`src/hdl/dcache_mem_pkg.sv`:
```
// dcache storage core definitions
// cache geometry, storage types and the per-bank opcode
package dcache_mem_pkg;

  ////////////////////////////////////////////////////////////
  // geometry
  ////////////////////////////////////////////////////////////

  localparam int NUM_PORTS  = 3;
  localparam int NUM_WAYS   = 4;
  localparam int XLEN       = 32;
  localparam int LINE_WIDTH = 128;
  // one data bank per word offset in the line
  localparam int NUM_BANKS  = LINE_WIDTH / XLEN;
  localparam int BANK_SEL_W = $clog2(NUM_BANKS);
  localparam int WORD_ALIGN = $clog2(XLEN / 8);
  localparam int OFF_W      = $clog2(LINE_WIDTH / 8);
  localparam int IDX_W      = 6;
  localparam int NUM_SETS   = 2 ** IDX_W;
  localparam int TAG_W      = 20;
  localparam int BE_W       = XLEN / 8;

  ////////////////////////////////////////////////////////////
  // types
  ////////////////////////////////////////////////////////////

  typedef logic [XLEN-1:0]              word_t;
  typedef logic [LINE_WIDTH-1:0]        line_t;
  typedef logic [LINE_WIDTH/8-1:0]      line_be_t;
  typedef logic [TAG_W-1:0]             tag_t;
  typedef logic [IDX_W-1:0]             set_idx_t;
  typedef logic [OFF_W-1:0]             line_off_t;
  typedef logic [BANK_SEL_W-1:0]        bank_sel_t;
  typedef logic [NUM_WAYS-1:0]          way_mask_t;
  typedef logic [NUM_PORTS-1:0]         port_mask_t;
  typedef logic [$clog2(NUM_PORTS)-1:0] port_sel_t;

  // what a data bank does in one cycle
  typedef enum logic [1:0] {
    BANK_IDLE       = 2'd0,
    BANK_READ       = 2'd1,
    BANK_WRITE_WORD = 2'd2,
    BANK_FILL       = 2'd3
  } bank_op_e;

endpackage

```
`src/hdl/dcache_hit_select.sv`:
```
// dcache hit way selection
// picks the looked-up word offset, then the word of the hitting way
module dcache_hit_select (
  input  logic                      clk_i,
  input  logic                      rst_ni,
  input  dcache_mem_pkg::bank_sel_t rd_bank_sel_i,
  input  dcache_mem_pkg::word_t [dcache_mem_pkg::NUM_BANKS-1:0][dcache_mem_pkg::NUM_WAYS-1:0]
                                    bank_rdata_i,
  input  dcache_mem_pkg::way_mask_t hit_oh_i,
  output dcache_mem_pkg::word_t     rd_data_o
);

  dcache_mem_pkg::bank_sel_t bank_sel_q;
  dcache_mem_pkg::word_t [dcache_mem_pkg::NUM_WAYS-1:0] way_words;

  // bank select lines up with the bank read data
  always_ff @(posedge clk_i or negedge rst_ni) begin
    if (!rst_ni) begin
      bank_sel_q <= '0;
    end else begin
      bank_sel_q <= rd_bank_sel_i;
    end
  end

  assign way_words = bank_rdata_i[bank_sel_q];

  // and-or mux over a hit that is one-hot or zero
  always_comb begin : p_way_mux
    rd_data_o = '0;
    for (int j = 0; j < dcache_mem_pkg::NUM_WAYS; j++) begin
      if (hit_oh_i[j]) begin
        rd_data_o = rd_data_o | way_words[j];
      end
    end
  end

endmodule

```
`config.mk`:
```
export PLATFORM = sky130hd
export DESIGN_NAME = dcache_hit_select
export DESIGN_NICKNAME = d
export VERILOG_FILES = /design/src/hdl/dcache_mem_pkg.sv /design/src/hdl/dcache_hit_select.sv
export SDC_FILE = /design/constraint.sdc
export NUM_CORES = 1
export LEC_CHECK = 0
export BUFFER_PORTS_ARGS = -buffer_cell sky130_fd_sc_hd__clkbuf_2
export CAP_MARGIN = 20
export CELL_PAD_IN_SITES_DETAIL_PLACEMENT = 0
export CELL_PAD_IN_SITES_GLOBAL_PLACEMENT = 2
export CORE_AREA = 2 2 215 217
export CTS_BUF_LIST = sky130_fd_sc_hd__clkbuf_4
export DETAILED_ROUTE_END_ITERATION = 10
export DIE_AREA = 0 0 217 219
export GPL_TIMING_DRIVEN = 0
export MAX_ROUTING_LAYER = met4
export PLACE_DENSITY_LB_ADDON = 0.1
export SLEW_MARGIN = 0
export SYNTH_ARGS = -nofsm -noshare
export SYNTH_HDL_FRONTEND = slang
export SYNTH_SLANG_ARGS = --single-unit
```
`constraint.sdc`:
```
create_clock -name clk_i -period 1.47 [get_ports clk_i]
set_input_delay 0.2205 -clock clk_i [delete_from_list [all_inputs] [get_ports clk_i]]
set_output_delay 0.2205 -clock clk_i [all_outputs]
set_load 0.02 [all_outputs]
```
**After elaboration in Yosys (flattened, before gate mapping)**

Index checks and enable logic that the tools add are counted.

- Mux-type cells: 6
- Bitwise operators: 3
- $lt $le $gt $ge: 1

Operators with widths:

| cell | count |
|---|---|
| $bmux W128 S2 | 1 |
| $mux W128 | 1 |
| $mux W32 | 4 |
| $or A32 B32 Y32 | 3 |
| $lt A2 B3 Y1 const B | 1 |

- Flip-flop bits (word level): 2
- Input bits: 520
- Logic and storage cells: 11

**Longest topological paths before layout**

- Depth in word-level cells: 9
- Depth in mapped cells: 5
- Depth with buffers taken out: 3

**Worst setup path after synthesis**

Ideal clock, no wire load.

- Path type: flip-flop to output port
- Start point: register bank_sel_q[0]
- End point: output port rd_data_o[17]
- Cell stages (with the launch flop): 6
- Arrival: 1.520 ns
- Slack: -0.270 ns
- Buffers on the path: 2
- Cells stage by stage: dfrtp_1 -> buf_4 -> buf_4 -> mux4_2 -> nand2_1 -> nand4_1

- Longest elaborated chain between the ends: 9

RTL lines:

| element | line | source |
|---|---|---|
| start: declaration | dcache_hit_select.sv:13 | `dcache_mem_pkg::bank_sel_t bank_sel_q;` |
| start signal: assignment | dcache_hit_select.sv:21 | `bank_sel_q <= rd_bank_sel_i;` |
| $bmux W128 S2 * | dcache_hit_select.sv:25 | `assign way_words = bank_rdata_i[bank_sel_q];` |
| $mux W128 (implied by the code) * | dcache_hit_select.sv:25 |  |
| $mux W32 | dcache_hit_select.sv:31 | `if (hit_oh_i[j]) begin` |
| $or A32 B32 Y32 | dcache_hit_select.sv:32 | `rd_data_o = rd_data_o \| way_words[j];` |
| $mux W32 | dcache_hit_select.sv:31 |  |
| $or A32 B32 Y32 | dcache_hit_select.sv:32 |  |
| $mux W32 | dcache_hit_select.sv:31 |  |
| $or A32 B32 Y32 | dcache_hit_select.sv:32 |  |
| $mux W32 * | dcache_hit_select.sv:31 |  |
| end: declaration | dcache_hit_select.sv:10 | `output dcache_mem_pkg::word_t rd_data_o` |

Every way passes the cells marked *; elsewhere a longest branch is shown, timed or not. The select of a mux whose other input is x is not followed.

**Final worst setup path**

- Start point: register bank_sel_q[0]
- End point: output port rd_data_o[3]

The elaborated chain is that of the path after synthesis.

==> results.md <==
- Outcome: complete, but fails checks
- Failing checks: negative setup slack
- Shortest period the worst path allows: between 2 and 2.5 ns
- Die outline width: 217 um
- Layout cell share with drive strength beyond 1: 0.8283
- Cell total after placement: between 1000 and 1500
- Hold WC Path Type: in -> reg
- Post-synthesis xor/xnor area fraction: 0
- Placer congestion estimate: ~0.75
- Category of the critical setup timing path: reg -> out
- Top post-synthesis cells by count: mux4_2, nand2_1, nand4_1
- Leakage power: around 3.9 nW
- Number of enable-type register cells in the synthesized netlist: 0
- Worst Path Required: ~1.3 ns
- Worst max-slew margin expressed relative to the limit: 0.4436
- Floorplan die height: 219 um
- Async set-reset flop share out of synthesis: 1.000
- Synthesized netlist cell count: 330
- Dominant combinational cell family by area after synthesis: multiplexers
- Setup WS post-layout: -0.7751 ns
- Worst-case vdd ir drop: approximately 0.11 mV
- Buffers added on ports: 551
- Clock edge transition at the registers on the reported setup and hold paths: about 0.030 ns
- Number of nets in the layout: about 1400
- Max reg flops: 2
- Clk sink count: 2
- Post-synthesis simple-gate area fraction: 0.1765
- Overflow left after global routing: 0
- Wire length of the first global-routing pass: 46.26 mm
- Worst-case clock buffer depth: 2
- Average via count per standard cell: around 3.7
- Total GRT Usage: 0.1400
- Top-level I/O count: roughly 550
- Compound-gate portion of the synthesized area: 0
- Number of nets still failing antenna checks after routing: 0
- Post-synthesis to final-layout area growth: 112.4%
- Vias in the first global route: 6427
- Clock tree root buffer cell: clkbuf_4
- Setup repair after global routing missed its margin: true
- Hold Fails Final Rpt: 0
- Area leader, netlist: mux4_2
- Clock tree from TritonCTS: built
- Synthesized area per cell: around 12 um2
- Length of routed met2 wiring: between 15 and 20 mm
- Most Frequent Cell on Critical Path: buf_12
- Top routing layer used: met4
- Top_reg_cell synth: dfrtp_1
- Cts bufs inserted: 3
- CTS H-Tree Depth: 1
- Number of stages on the worst hold path: 1
- Routed length on met3: roughly 2.5 mm
- Largest regs: bank_sel_q: 2 flops
- Final cell count without fillers: approximately 1500
- Number of pins exceeding their max-slew limit in the final report: 0
- Synth top area cells: mux4_2, nand2_1, nand4_1
- Crit. End Element: output port
- Core occupancy in the finished layout: 0.1816
- Antenna violations before repair: 0
- Worst-margin pin slew: 0.8347 ns
- Category of the worst setup path launch point: flip-flop
- Setup-failing EPs final: 32
- Slowest cell on crit path: mux4_2
- # DRC: 0
- Die Area: around 48000 um2
- Average detailed-routed wire length per instance: about 23 um
- Register with the highest flop count: bank_sel_q
- Yosys Warn Count: 0
- Final period util: 1.527
- Starting DRC count in detailed routing: roughly 180
- Area share of the largest cell type after synthesis: 0.7476
- Total wire length: between 30 and 40 mm
- Length of the first detailed-routing pass in iterations: 4
- Max-Cap Viols: 0
- Post-synthesis net count: 850
- Effective utilization at floorplan: 0.08553
- CP max stage delay: roughly 0.53 ns
- Number of antenna diodes: 0
- Part of the Yosys area used for sequential elements: 0.01298
- Share of cell area taken by muxes after synthesis: 0.7476
- Number of different library cells in the post-synthesis netlist: 9
- Maximum number of pins on one net before global-route repair: 11
- Crit path cell chain: buf_12 > buf_16 > buf_12 > mux4_2 > nand2_1 > nand4_1 > clkbuf_8
- Number of synthesized register bits: 2
- Post-detail-place hpwl: between 30 and 40 mm
- Synthesized-area fraction occupied by adder cells: 0
- Routed length on met1: between 10 and 15 mm
- Pwr per Cell Area: 342.8 nW/um2
- Row count: 78
- Fmax: 445.4 MHz
- Data arrival time of the critical path: between 2 and 2.5 ns
- Cell area after synthesis: between 3000 and 4000 um2
- Min-delay src: rd_bank_sel_i[1]
- Worst-case hold path end point: bank_sel_q[1]
- Setup TNS: -22.28 ns
- Core ar.: around 45000 um2
- Count of vias placed by the detailed router: roughly 5600
- Maximum fanout along the worst path: 5
[report_power, final]
group | switching [mW] | internal (mW)
clock | 0.0316 | 0.0901
sequential | 0.00293 | 0.0586
combinational | 1.10 | 1.52
total | 1.13 | 1.67
[stage by stage]
stage	hold WS, ns	power, mW	area (um2)	setup WS (ns)
after floorplan	-0.07509	1.229	3895	-0.2503
after global placement	0.006300	2.442	7403	-1.003
after detailed placement	0.01192	2.428	7403	-1.075
after CTS	0.09758	2.810	7968	-0.8273
after global routing	0.09706	3.051	8189	-0.8408
final	0.1100	2.807	8189	-0.7751
[layer usage]
metal | up-vias | GRT usage
li1 | 2552 | -
met1 | 2733 | 0.1521
met2 | 295 | 0.2728
met3 | 6 | 0.02869
met4 | 0 | 0.005936
met5 | - | -
[critical path: cells and delay by family, from the launching register on]
family                 cells  cell delay, ns
muxes                      1            0.53
DFF                        1            0.40
buffers and inverters      4            0.61
and+or+nand+nor            2            0.26
[cell usage in the layout, fill, tap and decap left out]
cell type      count
clkbuf_2         519
mux4_2           128
nand2_1          109
nand4_1           32
nand2_2           19
buf_12            17
clkbuf_8          17
buf_4             14
clkbuf_1          12
buf_2              9
buf_6              9
clkbuf_16          6
clkbuf_4           5
buf_16             4
dfrtp_2            1
dfrtp_1            1
dlygate4sd3_1      1
[timing repair]
action | 4_1_cts | 5_1_grt
resized for setup | 90 | 47
hold buffers | 1 | 0
endpoints found under the hold margin | 2 | 0
endpoints found under the setup margin | 32 | 32
pin swaps | 18 | 16
gates cloned | 3 | 6
buffers inserted | 9 | 2
[cell families (layout without fill, tap and decap cells)]
| kind of cell | count (synthesis) | in the layout |
|---|---|---|
| AND/OR/NAND/NOR | 160 | 160 |
| multiplexers | 128 | 128 |
| buffers and inverters | 40 | 613 |
| flip-flops | 2 | 2 |
[final cells by class]
class                      count  area (um2)
clock buffer                   3       22.52
fill                        5212       36900
tap                          600       750.7
sequential                     2       51.30
buffer                        40       450.4
timing repair buffer         570        3303
multi-input combinational    288        3611
[worst max-delay path by stage]
stage,start,to,slack (ns),cells after the start
final,bank_sel_q[0],rd_data_o[3],-0.78,7
after global routing,bank_sel_q[0],rd_data_o[31],-0.84,7
after CTS,bank_sel_q[0],rd_data_o[31],-0.83,6
after detailed placement,bank_sel_q[1],rd_data_o[11],-1.08,6
after global placement,bank_sel_q[1],rd_data_o[11],-1.00,6
after floorplan,bank_sel_q[0],rd_data_o[15],-0.25,5
Power figures use the tool's default switching activity.
