File: config.mk
export PLATFORM = sky130hd
export DESIGN_NAME = dcache_port_arbiter_flat
export DESIGN_NICKNAME = d
export VERILOG_FILES = /design/src/hdl/dcache_mem_pkg.sv /design/src/hdl/dcache_mem_if.sv /design/src/hdl/dcache_port_arbiter.sv /design/src/flat_wrapper.sv
export SDC_FILE = /design/constraint.sdc
export NUM_CORES = 1
export LEC_CHECK = 0
export BUFFER_PORTS_ARGS = -buffer_cell sky130_fd_sc_hd__buf_2
export CORE_AREA = 2 2 355 357
export DETAILED_ROUTE_END_ITERATION = 12
export DIE_AREA = 0 0 357 359
export SLEW_MARGIN = 20
export SYNTH_ARGS = -nofsm -noshare
export SYNTH_HDL_FRONTEND = slang
export SYNTH_SLANG_ARGS = --single-unit
File: constraint.sdc
create_clock -name clk_i -period 6.5 [get_ports clk_i]
set_input_delay 0.325 -clock clk_i [delete_from_list [all_inputs] [get_ports clk_i]]
set_output_delay 0.325 -clock clk_i [all_outputs]
set_load 0.05 [all_outputs]
File: src/hdl/dcache_mem_pkg.sv
// dcache storage core definitions
// cache geometry, storage types and the per-bank opcode
package dcache_mem_pkg;

  ////////////////////////////////////////////////////////////
  // geometry
  ////////////////////////////////////////////////////////////

  localparam int NUM_PORTS  = 3;
  localparam int NUM_WAYS   = 4;
  localparam int XLEN       = 32;
  localparam int LINE_WIDTH = 128;
  // one data bank per word offset in the line
  localparam int NUM_BANKS  = LINE_WIDTH / XLEN;
  localparam int BANK_SEL_W = $clog2(NUM_BANKS);
  localparam int WORD_ALIGN = $clog2(XLEN / 8);
  localparam int OFF_W      = $clog2(LINE_WIDTH / 8);
  localparam int IDX_W      = 6;
  localparam int NUM_SETS   = 2 ** IDX_W;
  localparam int TAG_W      = 20;
  localparam int BE_W       = XLEN / 8;

  ////////////////////////////////////////////////////////////
  // types
  ////////////////////////////////////////////////////////////

  typedef logic [XLEN-1:0]              word_t;
  typedef logic [LINE_WIDTH-1:0]        line_t;
  typedef logic [LINE_WIDTH/8-1:0]      line_be_t;
  typedef logic [TAG_W-1:0]             tag_t;
  typedef logic [IDX_W-1:0]             set_idx_t;
  typedef logic [OFF_W-1:0]             line_off_t;
  typedef logic [BANK_SEL_W-1:0]        bank_sel_t;
  typedef logic [NUM_WAYS-1:0]          way_mask_t;
  typedef logic [NUM_PORTS-1:0]         port_mask_t;
  typedef logic [$clog2(NUM_PORTS)-1:0] port_sel_t;

  // what a data bank does in one cycle
  typedef enum logic [1:0] {
    BANK_IDLE       = 2'd0,
    BANK_READ       = 2'd1,
    BANK_WRITE_WORD = 2'd2,
    BANK_FILL       = 2'd3
  } bank_op_e;

endpackage

File: src/hdl/dcache_mem_if.sv
// dcache storage access buses
// bank_if feeds the data banks, tag_if feeds the tag and valid arrays

interface bank_if;

  // per bank: opcode, set index, per-way byte enables and write words
  dcache_mem_pkg::bank_op_e [dcache_mem_pkg::NUM_BANKS-1:0] op;
  dcache_mem_pkg::set_idx_t [dcache_mem_pkg::NUM_BANKS-1:0] idx;
  logic [dcache_mem_pkg::NUM_BANKS-1:0][dcache_mem_pkg::NUM_WAYS-1:0]
        [dcache_mem_pkg::BE_W-1:0] be;
  dcache_mem_pkg::word_t [dcache_mem_pkg::NUM_BANKS-1:0][dcache_mem_pkg::NUM_WAYS-1:0] wdata;

  modport arb_mp (output op, idx, be, wdata);
  modport bank_mp (input op, idx, be, wdata);

endinterface

interface tag_if;

  dcache_mem_pkg::way_mask_t req;
  logic                      we;
  dcache_mem_pkg::set_idx_t  idx;
  dcache_mem_pkg::tag_t      wtag;
  dcache_mem_pkg::way_mask_t wvld;
  // granted read port and lookup flag, registered on the tag side
  dcache_mem_pkg::port_sel_t port;
  logic                      lookup;

  modport arb_mp (output req, we, idx, wtag, wvld, port, lookup);
  modport tag_mp (input req, we, idx, wtag, wvld, port, lookup);

endinterface

File: src/hdl/dcache_port_arbiter.sv
// dcache read port arbiter
// round robin with priority masking, fill blocking and word-write collision check
module dcache_port_arbiter (
  input  logic                                                    clk_i,
  input  logic                                                    rst_ni,
  input  dcache_mem_pkg::port_mask_t                              rd_req_i,
  input  dcache_mem_pkg::port_mask_t                              rd_prio_i,
  input  dcache_mem_pkg::port_mask_t                              rd_tag_only_i,
  input  dcache_mem_pkg::set_idx_t  [dcache_mem_pkg::NUM_PORTS-1:0] rd_idx_i,
  input  dcache_mem_pkg::line_off_t [dcache_mem_pkg::NUM_PORTS-1:0] rd_off_i,
  output dcache_mem_pkg::port_mask_t                              rd_ack_o,
  input  logic                                                    wr_cl_vld_i,
  input  dcache_mem_pkg::way_mask_t                               wr_cl_we_i,
  input  dcache_mem_pkg::way_mask_t                               wr_vld_bits_i,
  input  dcache_mem_pkg::set_idx_t                                wr_cl_idx_i,
  input  dcache_mem_pkg::tag_t                                    wr_cl_tag_i,
  input  dcache_mem_pkg::line_t                                   wr_cl_data_i,
  input  dcache_mem_pkg::line_be_t                                wr_cl_be_i,
  input  dcache_mem_pkg::way_mask_t                               wr_req_i,
  output logic                                                    wr_ack_o,
  input  dcache_mem_pkg::set_idx_t                                wr_idx_i,
  input  dcache_mem_pkg::line_off_t                               wr_off_i,
  input  dcache_mem_pkg::word_t                                   wr_data_i,
  input  logic [dcache_mem_pkg::BE_W-1:0]                         wr_be_i,
  output dcache_mem_pkg::bank_sel_t                               rd_bank_sel_o,
  bank_if.arb_mp                                                  bank,
  tag_if.arb_mp                                                   tag
);

  dcache_mem_pkg::port_mask_t req_prio, req_masked;
  dcache_mem_pkg::port_sel_t  rr_d, rr_q, gnt_idx;
  dcache_mem_pkg::bank_sel_t  wr_bank_sel;
  logic gnt_found, rd_grant, rd_data_req;

  ////////////////////////////////////////////////////////////
  // read arbitration
  ////////////////////////////////////////////////////////////

  // high priority requesters hide all low priority ones
  assign req_prio   = rd_req_i & rd_prio_i;
  assign req_masked = (|req_prio) ? req_prio : rd_req_i;

  // search upward from the pointer, wrapping at the last port
  always_comb begin : p_search
    int cand;
    gnt_found = 1'b0;
    gnt_idx   = rr_q;
    for (int k = 0; k < dcache_mem_pkg::NUM_PORTS; k++) begin
      cand = int'(rr_q) + k;
      if (cand >= dcache_mem_pkg::NUM_PORTS) begin
        cand = cand - dcache_mem_pkg::NUM_PORTS;
      end
      if (!gnt_found && req_masked[cand]) begin
        gnt_found = 1'b1;
        gnt_idx   = dcache_mem_pkg::port_sel_t'(cand);
      end
    end
  end

  // a fill owns every bank and the tags this cycle
  assign rd_grant    = gnt_found & ~wr_cl_vld_i;
  assign rd_data_req = rd_grant & ~rd_tag_only_i[gnt_idx];

  always_comb begin
    rd_ack_o = '0;
    if (rd_grant) begin
      rd_ack_o[gnt_idx] = 1'b1;
    end
  end

  assign rr_d = (gnt_idx == dcache_mem_pkg::port_sel_t'(dcache_mem_pkg::NUM_PORTS - 1)) ?
                '0 : gnt_idx + dcache_mem_pkg::port_sel_t'(1);

  always_ff @(posedge clk_i or negedge rst_ni) begin
    if (!rst_ni) begin
      rr_q <= '0;
    end else if (rd_grant) begin
      rr_q <= rr_d;
    end
  end

  assign rd_bank_sel_o = rd_off_i[gnt_idx][dcache_mem_pkg::OFF_W-1:dcache_mem_pkg::WORD_ALIGN];
  assign wr_bank_sel   = wr_off_i[dcache_mem_pkg::OFF_W-1:dcache_mem_pkg::WORD_ALIGN];

  // word write only yields to a data read of the same bank
  assign wr_ack_o = (|wr_req_i) & ~wr_cl_vld_i &
                    (~rd_data_req | (rd_bank_sel_o != wr_bank_sel));

  ////////////////////////////////////////////////////////////
  // bank and tag accesses
  ////////////////////////////////////////////////////////////

  always_comb begin : p_bank_ctrl
    for (int k = 0; k < dcache_mem_pkg::NUM_BANKS; k++) begin
      bank.op[k]  = dcache_mem_pkg::BANK_IDLE;
      bank.idx[k] = wr_idx_i;
      for (int j = 0; j < dcache_mem_pkg::NUM_WAYS; j++) begin
        bank.be[k][j]    = '0;
        bank.wdata[k][j] = wr_data_i;
        if (wr_cl_vld_i) begin
          bank.wdata[k][j] = wr_cl_data_i[k*dcache_mem_pkg::XLEN +: dcache_mem_pkg::XLEN];
          if (wr_cl_we_i[j]) begin
            bank.be[k][j] = wr_cl_be_i[k*dcache_mem_pkg::BE_W +: dcache_mem_pkg::BE_W];
          end
        end else if (wr_ack_o && wr_req_i[j] &&
                     wr_bank_sel == dcache_mem_pkg::bank_sel_t'(k)) begin
          bank.be[k][j] = wr_be_i;
        end
      end
      if (wr_cl_vld_i) begin
        bank.op[k]  = dcache_mem_pkg::BANK_FILL;
        bank.idx[k] = wr_cl_idx_i;
      end else if (rd_data_req && rd_bank_sel_o == dcache_mem_pkg::bank_sel_t'(k)) begin
        bank.op[k]  = dcache_mem_pkg::BANK_READ;
        bank.idx[k] = rd_idx_i[gnt_idx];
      end else if (wr_ack_o && wr_bank_sel == dcache_mem_pkg::bank_sel_t'(k)) begin
        bank.op[k] = dcache_mem_pkg::BANK_WRITE_WORD;
      end
    end
  end

  assign tag.req    = wr_cl_vld_i ? wr_cl_we_i : (rd_grant ? '1 : '0);
  assign tag.we     = wr_cl_vld_i;
  assign tag.idx    = wr_cl_vld_i ? wr_cl_idx_i : rd_idx_i[gnt_idx];
  assign tag.wtag   = wr_cl_tag_i;
  assign tag.wvld   = wr_vld_bits_i;
  assign tag.port   = gnt_idx;
  assign tag.lookup = rd_grant;

endmodule

File: src/flat_wrapper.sv
// flat-port wrapper written by rule: the top's interface ports become plain ports
module dcache_port_arbiter_flat 
  (clk_i, rst_ni, rd_req_i, rd_prio_i, rd_tag_only_i, rd_idx_i, rd_off_i, rd_ack_o, wr_cl_vld_i, wr_cl_we_i, wr_vld_bits_i, wr_cl_idx_i, wr_cl_tag_i, wr_cl_data_i, wr_cl_be_i, wr_req_i, wr_ack_o, wr_idx_i, wr_off_i, wr_data_i, wr_be_i, rd_bank_sel_o, bank_op, bank_idx, bank_be, bank_wdata, tag_req, tag_we, tag_idx, tag_wtag, tag_wvld, tag_port, tag_lookup);
  bank_if bank_i ();
  tag_if tag_i ();
  input  logic clk_i;
  input  logic rst_ni;
  input  dcache_mem_pkg::port_mask_t rd_req_i;
  input  dcache_mem_pkg::port_mask_t rd_prio_i;
  input  dcache_mem_pkg::port_mask_t rd_tag_only_i;
  input  dcache_mem_pkg::set_idx_t  [dcache_mem_pkg::NUM_PORTS-1:0] rd_idx_i;
  input  dcache_mem_pkg::line_off_t [dcache_mem_pkg::NUM_PORTS-1:0] rd_off_i;
  output dcache_mem_pkg::port_mask_t rd_ack_o;
  input  logic wr_cl_vld_i;
  input  dcache_mem_pkg::way_mask_t wr_cl_we_i;
  input  dcache_mem_pkg::way_mask_t wr_vld_bits_i;
  input  dcache_mem_pkg::set_idx_t wr_cl_idx_i;
  input  dcache_mem_pkg::tag_t wr_cl_tag_i;
  input  dcache_mem_pkg::line_t wr_cl_data_i;
  input  dcache_mem_pkg::line_be_t wr_cl_be_i;
  input  dcache_mem_pkg::way_mask_t wr_req_i;
  output logic wr_ack_o;
  input  dcache_mem_pkg::set_idx_t wr_idx_i;
  input  dcache_mem_pkg::line_off_t wr_off_i;
  input  dcache_mem_pkg::word_t wr_data_i;
  input  logic [dcache_mem_pkg::BE_W-1:0] wr_be_i;
  output dcache_mem_pkg::bank_sel_t rd_bank_sel_o;
  output wire logic [$bits(bank_i.op)-1:0] bank_op;
  output wire logic [$bits(bank_i.idx)-1:0] bank_idx;
  output wire logic [$bits(bank_i.be)-1:0] bank_be;
  output wire logic [$bits(bank_i.wdata)-1:0] bank_wdata;
  output wire logic [$bits(tag_i.req)-1:0] tag_req;
  output wire logic [$bits(tag_i.we)-1:0] tag_we;
  output wire logic [$bits(tag_i.idx)-1:0] tag_idx;
  output wire logic [$bits(tag_i.wtag)-1:0] tag_wtag;
  output wire logic [$bits(tag_i.wvld)-1:0] tag_wvld;
  output wire logic [$bits(tag_i.port)-1:0] tag_port;
  output wire logic [$bits(tag_i.lookup)-1:0] tag_lookup;
  assign bank_op = bank_i.op;
  assign bank_idx = bank_i.idx;
  assign bank_be = bank_i.be;
  assign bank_wdata = bank_i.wdata;
  assign tag_req = tag_i.req;
  assign tag_we = tag_i.we;
  assign tag_idx = tag_i.idx;
  assign tag_wtag = tag_i.wtag;
  assign tag_wvld = tag_i.wvld;
  assign tag_port = tag_i.port;
  assign tag_lookup = tag_i.lookup;
  dcache_port_arbiter u_core (.clk_i(clk_i), .rst_ni(rst_ni), .rd_req_i(rd_req_i), .rd_prio_i(rd_prio_i), .rd_tag_only_i(rd_tag_only_i), .rd_idx_i(rd_idx_i), .rd_off_i(rd_off_i), .rd_ack_o(rd_ack_o), .wr_cl_vld_i(wr_cl_vld_i), .wr_cl_we_i(wr_cl_we_i), .wr_vld_bits_i(wr_vld_bits_i), .wr_cl_idx_i(wr_cl_idx_i), .wr_cl_tag_i(wr_cl_tag_i), .wr_cl_data_i(wr_cl_data_i), .wr_cl_be_i(wr_cl_be_i), .wr_req_i(wr_req_i), .wr_ack_o(wr_ack_o), .wr_idx_i(wr_idx_i), .wr_off_i(wr_off_i), .wr_data_i(wr_data_i), .wr_be_i(wr_be_i), .rd_bank_sel_o(rd_bank_sel_o), .bank(bank_i), .tag(tag_i));
endmodule
# Yosys cells after proc, flatten, opt, wreduce, memory -nomap -nowiden
# Cells that the tools add are included.
# Widths: inputs -> output; s select.
# word_totals
reg_bits	2
latch_bits	0
mem_bits_rw	0
romBits	0
in_bits	270
output_inout_bits	652
elab_cells	173
mem_count	0
# classes
add_sub_neg	6
mul	0
n_div	0
magnitude_cmp	8
n_eq_ne	8
shifts	0
muxes	104
bitwise_logic	9
reduce_logical	37
# ops
cell	n
$mux 32	7
$mux 4	51
$lt 32x4->1 const B	3
$ge 32x3->1 const B	2
$sub 32x3->32 const B	2
$mux 6	10
$mux 2	16
$logic_and 1x1->1	31
$bmux 6 s2	1
$mux 1	11
$eq 2x2->1 const B	5
$bmux 1 s2	4
$bmux 4 s2	1
$mux 3	2
$and 1x1->1	4
$eq 2x1->1 const B	2
$logic_not 2->1	2
$reduce_or 4->1	1
$add 2x1->3 const B	1
$add 2x2->3 const B	1
$and 3x3->3	1
$lt 2x3->1 const B	1
$not 1->1	3
$reduce_or 3->1	1
other kinds (8)	9

# Depth between registers and ports, before layout
# depth
word_depth	24
mapped_depth	15
ltp_nobuf	12

# Worst setup path after synthesis
# OpenSTA, ideal clock, no wires.
# synth_path
path_kind	reg-to-output
start	register u_core.rr_q[0]
end	output port bank_idx[0]
arrival_time_ns	4.252
required_time_ns	6.175
setup_slack_ns	1.923
stages_incl_launch_ff	13
path_buffers	2
cell_sequence	dfrtp_1 inv_1 ha_1 buf_2 inv_1 o211ai_1 or3_4 or2_4 nand2_1 clkbuf_1 o32a_1 a21oi_1 o31ai_1
# synth_via
elab_chain_len	19
word_cells_on_any_way	43
cone_classes	5 x add/sub; 3 x order compare; 26 x mux; 3 x bitwise; 6 x reduce/logical
# synth_lines
element	line	source
start, declared	dcache_port_arbiter.sv:31	dcache_mem_pkg::port_sel_t rr_d, rr_q, gnt_idx;
start signal, assigned	dcache_port_arbiter.sv:78	rr_q <= rr_d;
branches (longest 11 deep; another with $sub 32x3->32)	n/a	
$mux 2 (*)	dcache_port_arbiter.sv:53	if (!gnt_found && req_masked[cand]) begin
net tag_port[0]	flat_wrapper.sv:37	output wire logic [$bits(tag_i.port)-1:0] tag_port;
$bmux 1 s2	dcache_port_arbiter.sv:62	assign rd_data_req = rd_grant & ~rd_tag_only_i[gnt_idx];
$mux 1 (implied by the code)	dcache_port_arbiter.sv:62	
$not 1->1	dcache_port_arbiter.sv:62	
$and 1x1->1	dcache_port_arbiter.sv:62	
$logic_and 1x1->1	dcache_port_arbiter.sv:113	end else if (rd_data_req && rd_bank_sel_o == dcache_mem_pkg::bank_sel_t'(k)) begin
$mux 6 (*)	dcache_port_arbiter.sv:113	
$mux 6 (*)	dcache_port_arbiter.sv:110	if (wr_cl_vld_i) begin
end, declared	flat_wrapper.sv:29	output wire logic [$bits(bank_i.idx)-1:0] bank_idx;
# Mark *: on every way through the listed nets, which the timed path passes. The select of a mux whose other input is x is not followed.

# Final worst setup path
# layout_path
start	register u_core.rr_q[0]
end	output port bank_be[63]
# layout_via
elab_chain_len	23
word_cells_on_any_way	45
cone_classes	5 x add/sub; 3 x order compare; 1 x eq/ne; 24 x mux; 6 x bitwise; 6 x reduce/logical
# layout_lines
element	line	source
branches (longest 17 deep; another with $sub 32x3->32)	n/a	
$or 1x1->1 (*)	dcache_port_arbiter.sv:87	(~rd_data_req | (rd_bank_sel_o != wr_bank_sel));
$and 1x1->1 (*)	dcache_port_arbiter.sv:86	assign wr_ack_o = (|wr_req_i) & ~wr_cl_vld_i &
$logic_and 1x1->1 (*) (2 in a row)	dcache_port_arbiter.sv:105	end else if (wr_ack_o && wr_req_i[j] &&
$mux 4 (*)	dcache_port_arbiter.sv:105	
$mux 4 (*)	dcache_port_arbiter.sv:100	if (wr_cl_vld_i) begin
end, declared	flat_wrapper.sv:30	output wire logic [$bits(bank_i.be)-1:0] bank_be;
# Mark *: on every way between the ends. The select of a mux whose other input is x is not followed.

==> summary.md <==
| Metric | Value |
|---|---|
| Core region area | `125000 µm²` |
| Largest stage delay on the critical path | `630 ps` |
| Area of placed instances | `9970 µm²` |
| Power density cells | `336 nW/µm²` |
| Crit path cell chain | `inv_1 -> ha_1 -> inv_1 -> o211ai_1 -> o211ai_1 -> a32o_2 -> o21ai_4 -> a21o_1 -> o22a_2 -> inv_2 -> a311o_2 -> o21ai_0 -> buf_2` |
| Die H | `359 µm` |
| Endpoint kind of the worst setup timing path | `output port` |
| Clk network pwr share | `2.7%` |
| Worst endpoint data arrival time | `4880 ps` |
| Setup crit start | `u_core.rr_q[0]$_DFFE_PN0P_` |
| Required time reported for the critical path endpoint | `6170 ps` |
| DR vias | `9665` |
| Remaining DRCs | `0` |
| Number of standard cells after synthesis | `1125` |
| Synth Area in Compound Gates | `19.2%` |
| TritonCTS sink count | `2` |
| Worst slew pin tran | `1010 ps` |
| Pin count of the biggest net entering global routing | `96` |
| Number of nets produced by synthesis | `1397` |
| Unrepaired setup endpoints after global routing | `false` |
| Die area | `128000 µm²` |
| Startpoint-to-endpoint class of the critical path | `reg -> out` |
| Post-synthesis cell type with the largest combined area | `sky130_fd_sc_hd__buf_4` |
| Fraction of layout cells with a size suffix above 1 | `60.1%` |
| Internal Power | `0.712 mW` |
| Max Transition Viols Final | `0` |
| CTS tree | `built` |
| Xor-xnor portion of the synthesized cell area | `0.254%` |
| Kind of cell with the highest combined delay on the critical path | `compound AO/OA/AOI/OAI gates` |
| Outcome | `finished clean` |
| Total Nets Final | `1807` |
| Time the final worst path needs with I/O delays and setup | `5200 ps` |
| Max rail drop VDD | `0.000130 V` |
| Buffers added on ports | `865` |
| Clk buf depth | `2` |
| Routed wire length | `70100 µm` |
| Routability-driven placement congestion ratio | `0.872` |
| Via count of the first global-routing pass | `7871` |
| Top-level port count | `922` |
| Area share of the largest cell type after synthesis | `44.8%` |
| Fraction of synthesis flops using an asynchronous set or reset pin | `100%` |
| TritonCTS buffer count | `3` |
| Seq cells post-synth | `2` |
| Maximum fanout along the worst path | `17` |
| Flop pwr share | `0.8%` |
| Proportion of synthesized area in mux cells | `2.36%` |
| Overflow left after global routing | `0` |
| Setup-violating endpoint count in the final report | `0` |
| Post-synthesis share of cell area spent on and, or, nand and nor gates | `27.2%` |
| Global Route met3 Usage | `3.30%` |
| Hold WC Path Type | `in -> async` |
| Period Utilization, post-route | `80.0%` |
| Register name with the most flops | `u_core.rr_q` |
| Most frequent cell after synthesis | `sky130_fd_sc_hd__buf_4` |
| Total track usage | `10.1%` |
| Buf/Inv on CP | `4` |
| Kind of launch point of the worst setup path | `flop` |
| Dominant combinational cell family by area after synthesis | `buffers and inverters` |
| Worst-skew pair later-pin latency | `220 ps` |
| Post-route setup TNS | `0 ps` |
| H-tree depth reported by CTS | `1` |
| Met2 global-route usage | `16.4%` |
| FILL cells | `14800` |
| Top flop regs | `u_core.rr_q: 2 flops` |
| Post-synthesis instance area | `6910 µm²` |
| Row cnt | `130` |
| Switching Fraction | `79.0%` |
| Most numerous cell types in the synthesized netlist | `sky130_fd_sc_hd__buf_4 (412), sky130_fd_sc_hd__nand2_1 (349), sky130_fd_sc_hd__o21ai_0 (46), sky130_fd_sc_hd__clkbuf_1 (36), sky130_fd_sc_hd__nand2b_1 (36)` |
| Most used routing layer in global routing | `met2` |
| Switching pwr | `2.67 mW` |
| Fraction of the mapped netlist area in adder cells | `0.507%` |
| Die width | `357 µm` |
| Number of flops mapped to enable cells by yosys | `0` |
| Final hold violations | `0` |
| MaxCap Viol Count | `0` |
| Critical R2R Launch | `u_core.rr_q[0]$_DFFE_PN0P_` |
| Number of flip-flops in the largest register | `2` |
| Met1 Usage GRT | `13.4%` |
| Dominant synthesized flop cell | `sky130_fd_sc_hd__dfrtp_1` |
| Clock transition at the registers of the reported paths | `30 ps` |
| Setup Fix Bufs, Post-CTS | `0` |
| DPL Wire Length | `64300 µm` |
| Fin util | `8.10%` |
| Combinational Power Share | `96.5%` |
| Synthesized area per cell | `6.14 µm²` |
| Final instance area | `10100 µm²` |
| Share of synthesized area occupied by flip-flops and latches | `0.725%` |
| DRC violation total after the first TritonRoute iteration | `952` |
| First-pass GRT wire length | `85300 µm` |
| Clk_skew | `0.234 ps` |
| Relative slew margins | `33.0%` |
| Leakage | `5.41 nW` |
| Highest clock frequency the design can meet | `0.192 GHz` |
| Root Driver | `sky130_fd_sc_hd__clkbuf_16` |
| Count of TritonRoute iterations in the first routing pass | `6` |
| Vias per inst | `3.02` |
| Count of cell types in the netlist | `67` |
| Max stage delay cell, worst path | `sky130_fd_sc_hd__a311o_2` |
| Synth-to-layout area growth | `46.1%` |
| Yosys warns | `0` |
| Most area-consuming cells after synthesis | `sky130_fd_sc_hd__buf_4 (45%), sky130_fd_sc_hd__nand2_1 (19%), sky130_fd_sc_hd__o21ai_0 (3.3%)` |
| Count of nets left with antenna violations after detail routing | `0` |
| Wire length per cell after detailed routing | `21.9 µm` |
| Number of antenna violations at the first check in global routing | `72` |
| Initial core utilization | `5.54%` |
==> repair_timing <==
action / 4_1_cts / 5_1_grt
hold buffers: 1 / 0
gates resized for setup: 0 / 0
endpoints found under the hold margin: 2 / 0
==> worst paths after layout <==
check                                              to  slack (ps)  cells after the start
hold reg to reg            u_core.rr_q[1]$_DFFE_PN0P_         560                      1
hold / removal             u_core.rr_q[0]$_DFFE_PN0P_         440                      2
min in group clk_i         u_core.rr_q[1]$_DFFE_PN0P_         560                      1
max in group asynchronous  u_core.rr_q[1]$_DFFE_PN0P_        5950                      2
setup / recovery                          bank_be[63]        1300                     13
setup reg to reg           u_core.rr_q[0]$_DFFE_PN0P_        3350                     10
==> worst reg2reg max path, cell delays in order (launching register included) <==
cell                        delay (ps)
sky130_fd_sc_hd__dfrtp_1           450
sky130_fd_sc_hd__inv_1              70
sky130_fd_sc_hd__ha_1              510
sky130_fd_sc_hd__inv_1             180
sky130_fd_sc_hd__o221ai_1          210
sky130_fd_sc_hd__o2111ai_1         200
sky130_fd_sc_hd__and2_1            220
sky130_fd_sc_hd__o2111ai_2         340
sky130_fd_sc_hd__nand2_1           450
sky130_fd_sc_hd__nor3_1            360
sky130_fd_sc_hd__a21o_1            110
==> power groups by stage <==
stage               Combinational, mW  Sequential [mW]  Clock, mW
floorplan                        2.60           0.0230          0
global placement                 3.28           0.0260          0
detailed placement               3.28           0.0262          0
CTS                              3.29           0.0261     0.0923
global route                     3.42           0.0268     0.0936
finish                           3.27           0.0263     0.0920
==> placed cells by master, fill, tap and decap left out, types with 8 or more instances in the layout <==
master	netlist	routed
sky130_fd_sc_hd__nor4_1	13	13
sky130_fd_sc_hd__o21ai_2	11	11
sky130_fd_sc_hd__inv_1	15	15
sky130_fd_sc_hd__a21oi_1	17	17
sky130_fd_sc_hd__o21ai_1	13	13
sky130_fd_sc_hd__o21ai_0	46	46
sky130_fd_sc_hd__a31oi_1	13	13
sky130_fd_sc_hd__o31ai_1	24	24
sky130_fd_sc_hd__nand2_1	349	349
sky130_fd_sc_hd__nand2b_1	36	36
sky130_fd_sc_hd__buf_2	8	864
sky130_fd_sc_hd__nor3_1	16	16
sky130_fd_sc_hd__diode_2	0	13
sky130_fd_sc_hd__mux2i_1	8	8
==> layer usage <==
| layer | wire (µm) | part of all wire, % | up-vias |
|---|---|---|---|
| met5 | 40 | 0.057 | - |
| met4 | 794 | 1.1 | 6 |
| met3 | 9430 | 13 | 91 |
| met2 | 31200 | 45 | 878 |
| met1 | 28600 | 41 | 4592 |
| li1 | - | - | 4098 |
==> through the flow <==
| step | setup WS (ps) | hold WS (ps) | total power [mW] | instances |
|---|---|---|---|---|
| 4_1_cts | 1310 | 438 | 3.41 | 3183 |
| 3_3_place_gp | 1520 | 112 | 3.31 | 3179 |
| 2_1_floorplan | 1920 | 29.4 | 2.62 | 1125 |
| 5_1_grt | 1030 | 463 | 3.54 | 3185 |
| 6_report | 1300 | 444 | 3.39 | 3196 |
| 3_5_place_dp | 1570 | 115 | 3.31 | 3179 |
==> layout make-up <==
| type | count | area (µm²) | share of cell area, % |
|---|---|---|---|
| timing repair buffer | 870 | 4380 | 43.4 |
| multi-input combinational | 641 | 3420 | 33.9 |
| tap | 1650 | 2060 | 20.5 |
| clock buffer | 3 | 75.1 | 0.744 |
| inverter | 17 | 63.8 | 0.633 |
| sequential | 2 | 50.0 | 0.496 |
| antenna | 13 | 32.5 | 0.322 |
==> logic make-up (layout without fill, tap and decap cells) <==
family | after synthesis | after routing
buf+inv | 482 | 890
simple gates | 443 | 443
compound gates | 178 | 178
mux | 15 | 15
fa+ha+maj | 3 | 3
xor+xnor | 2 | 2
flops | 2 | 2
other cells | 0 | 13
(Power assumes the default switching activity.)
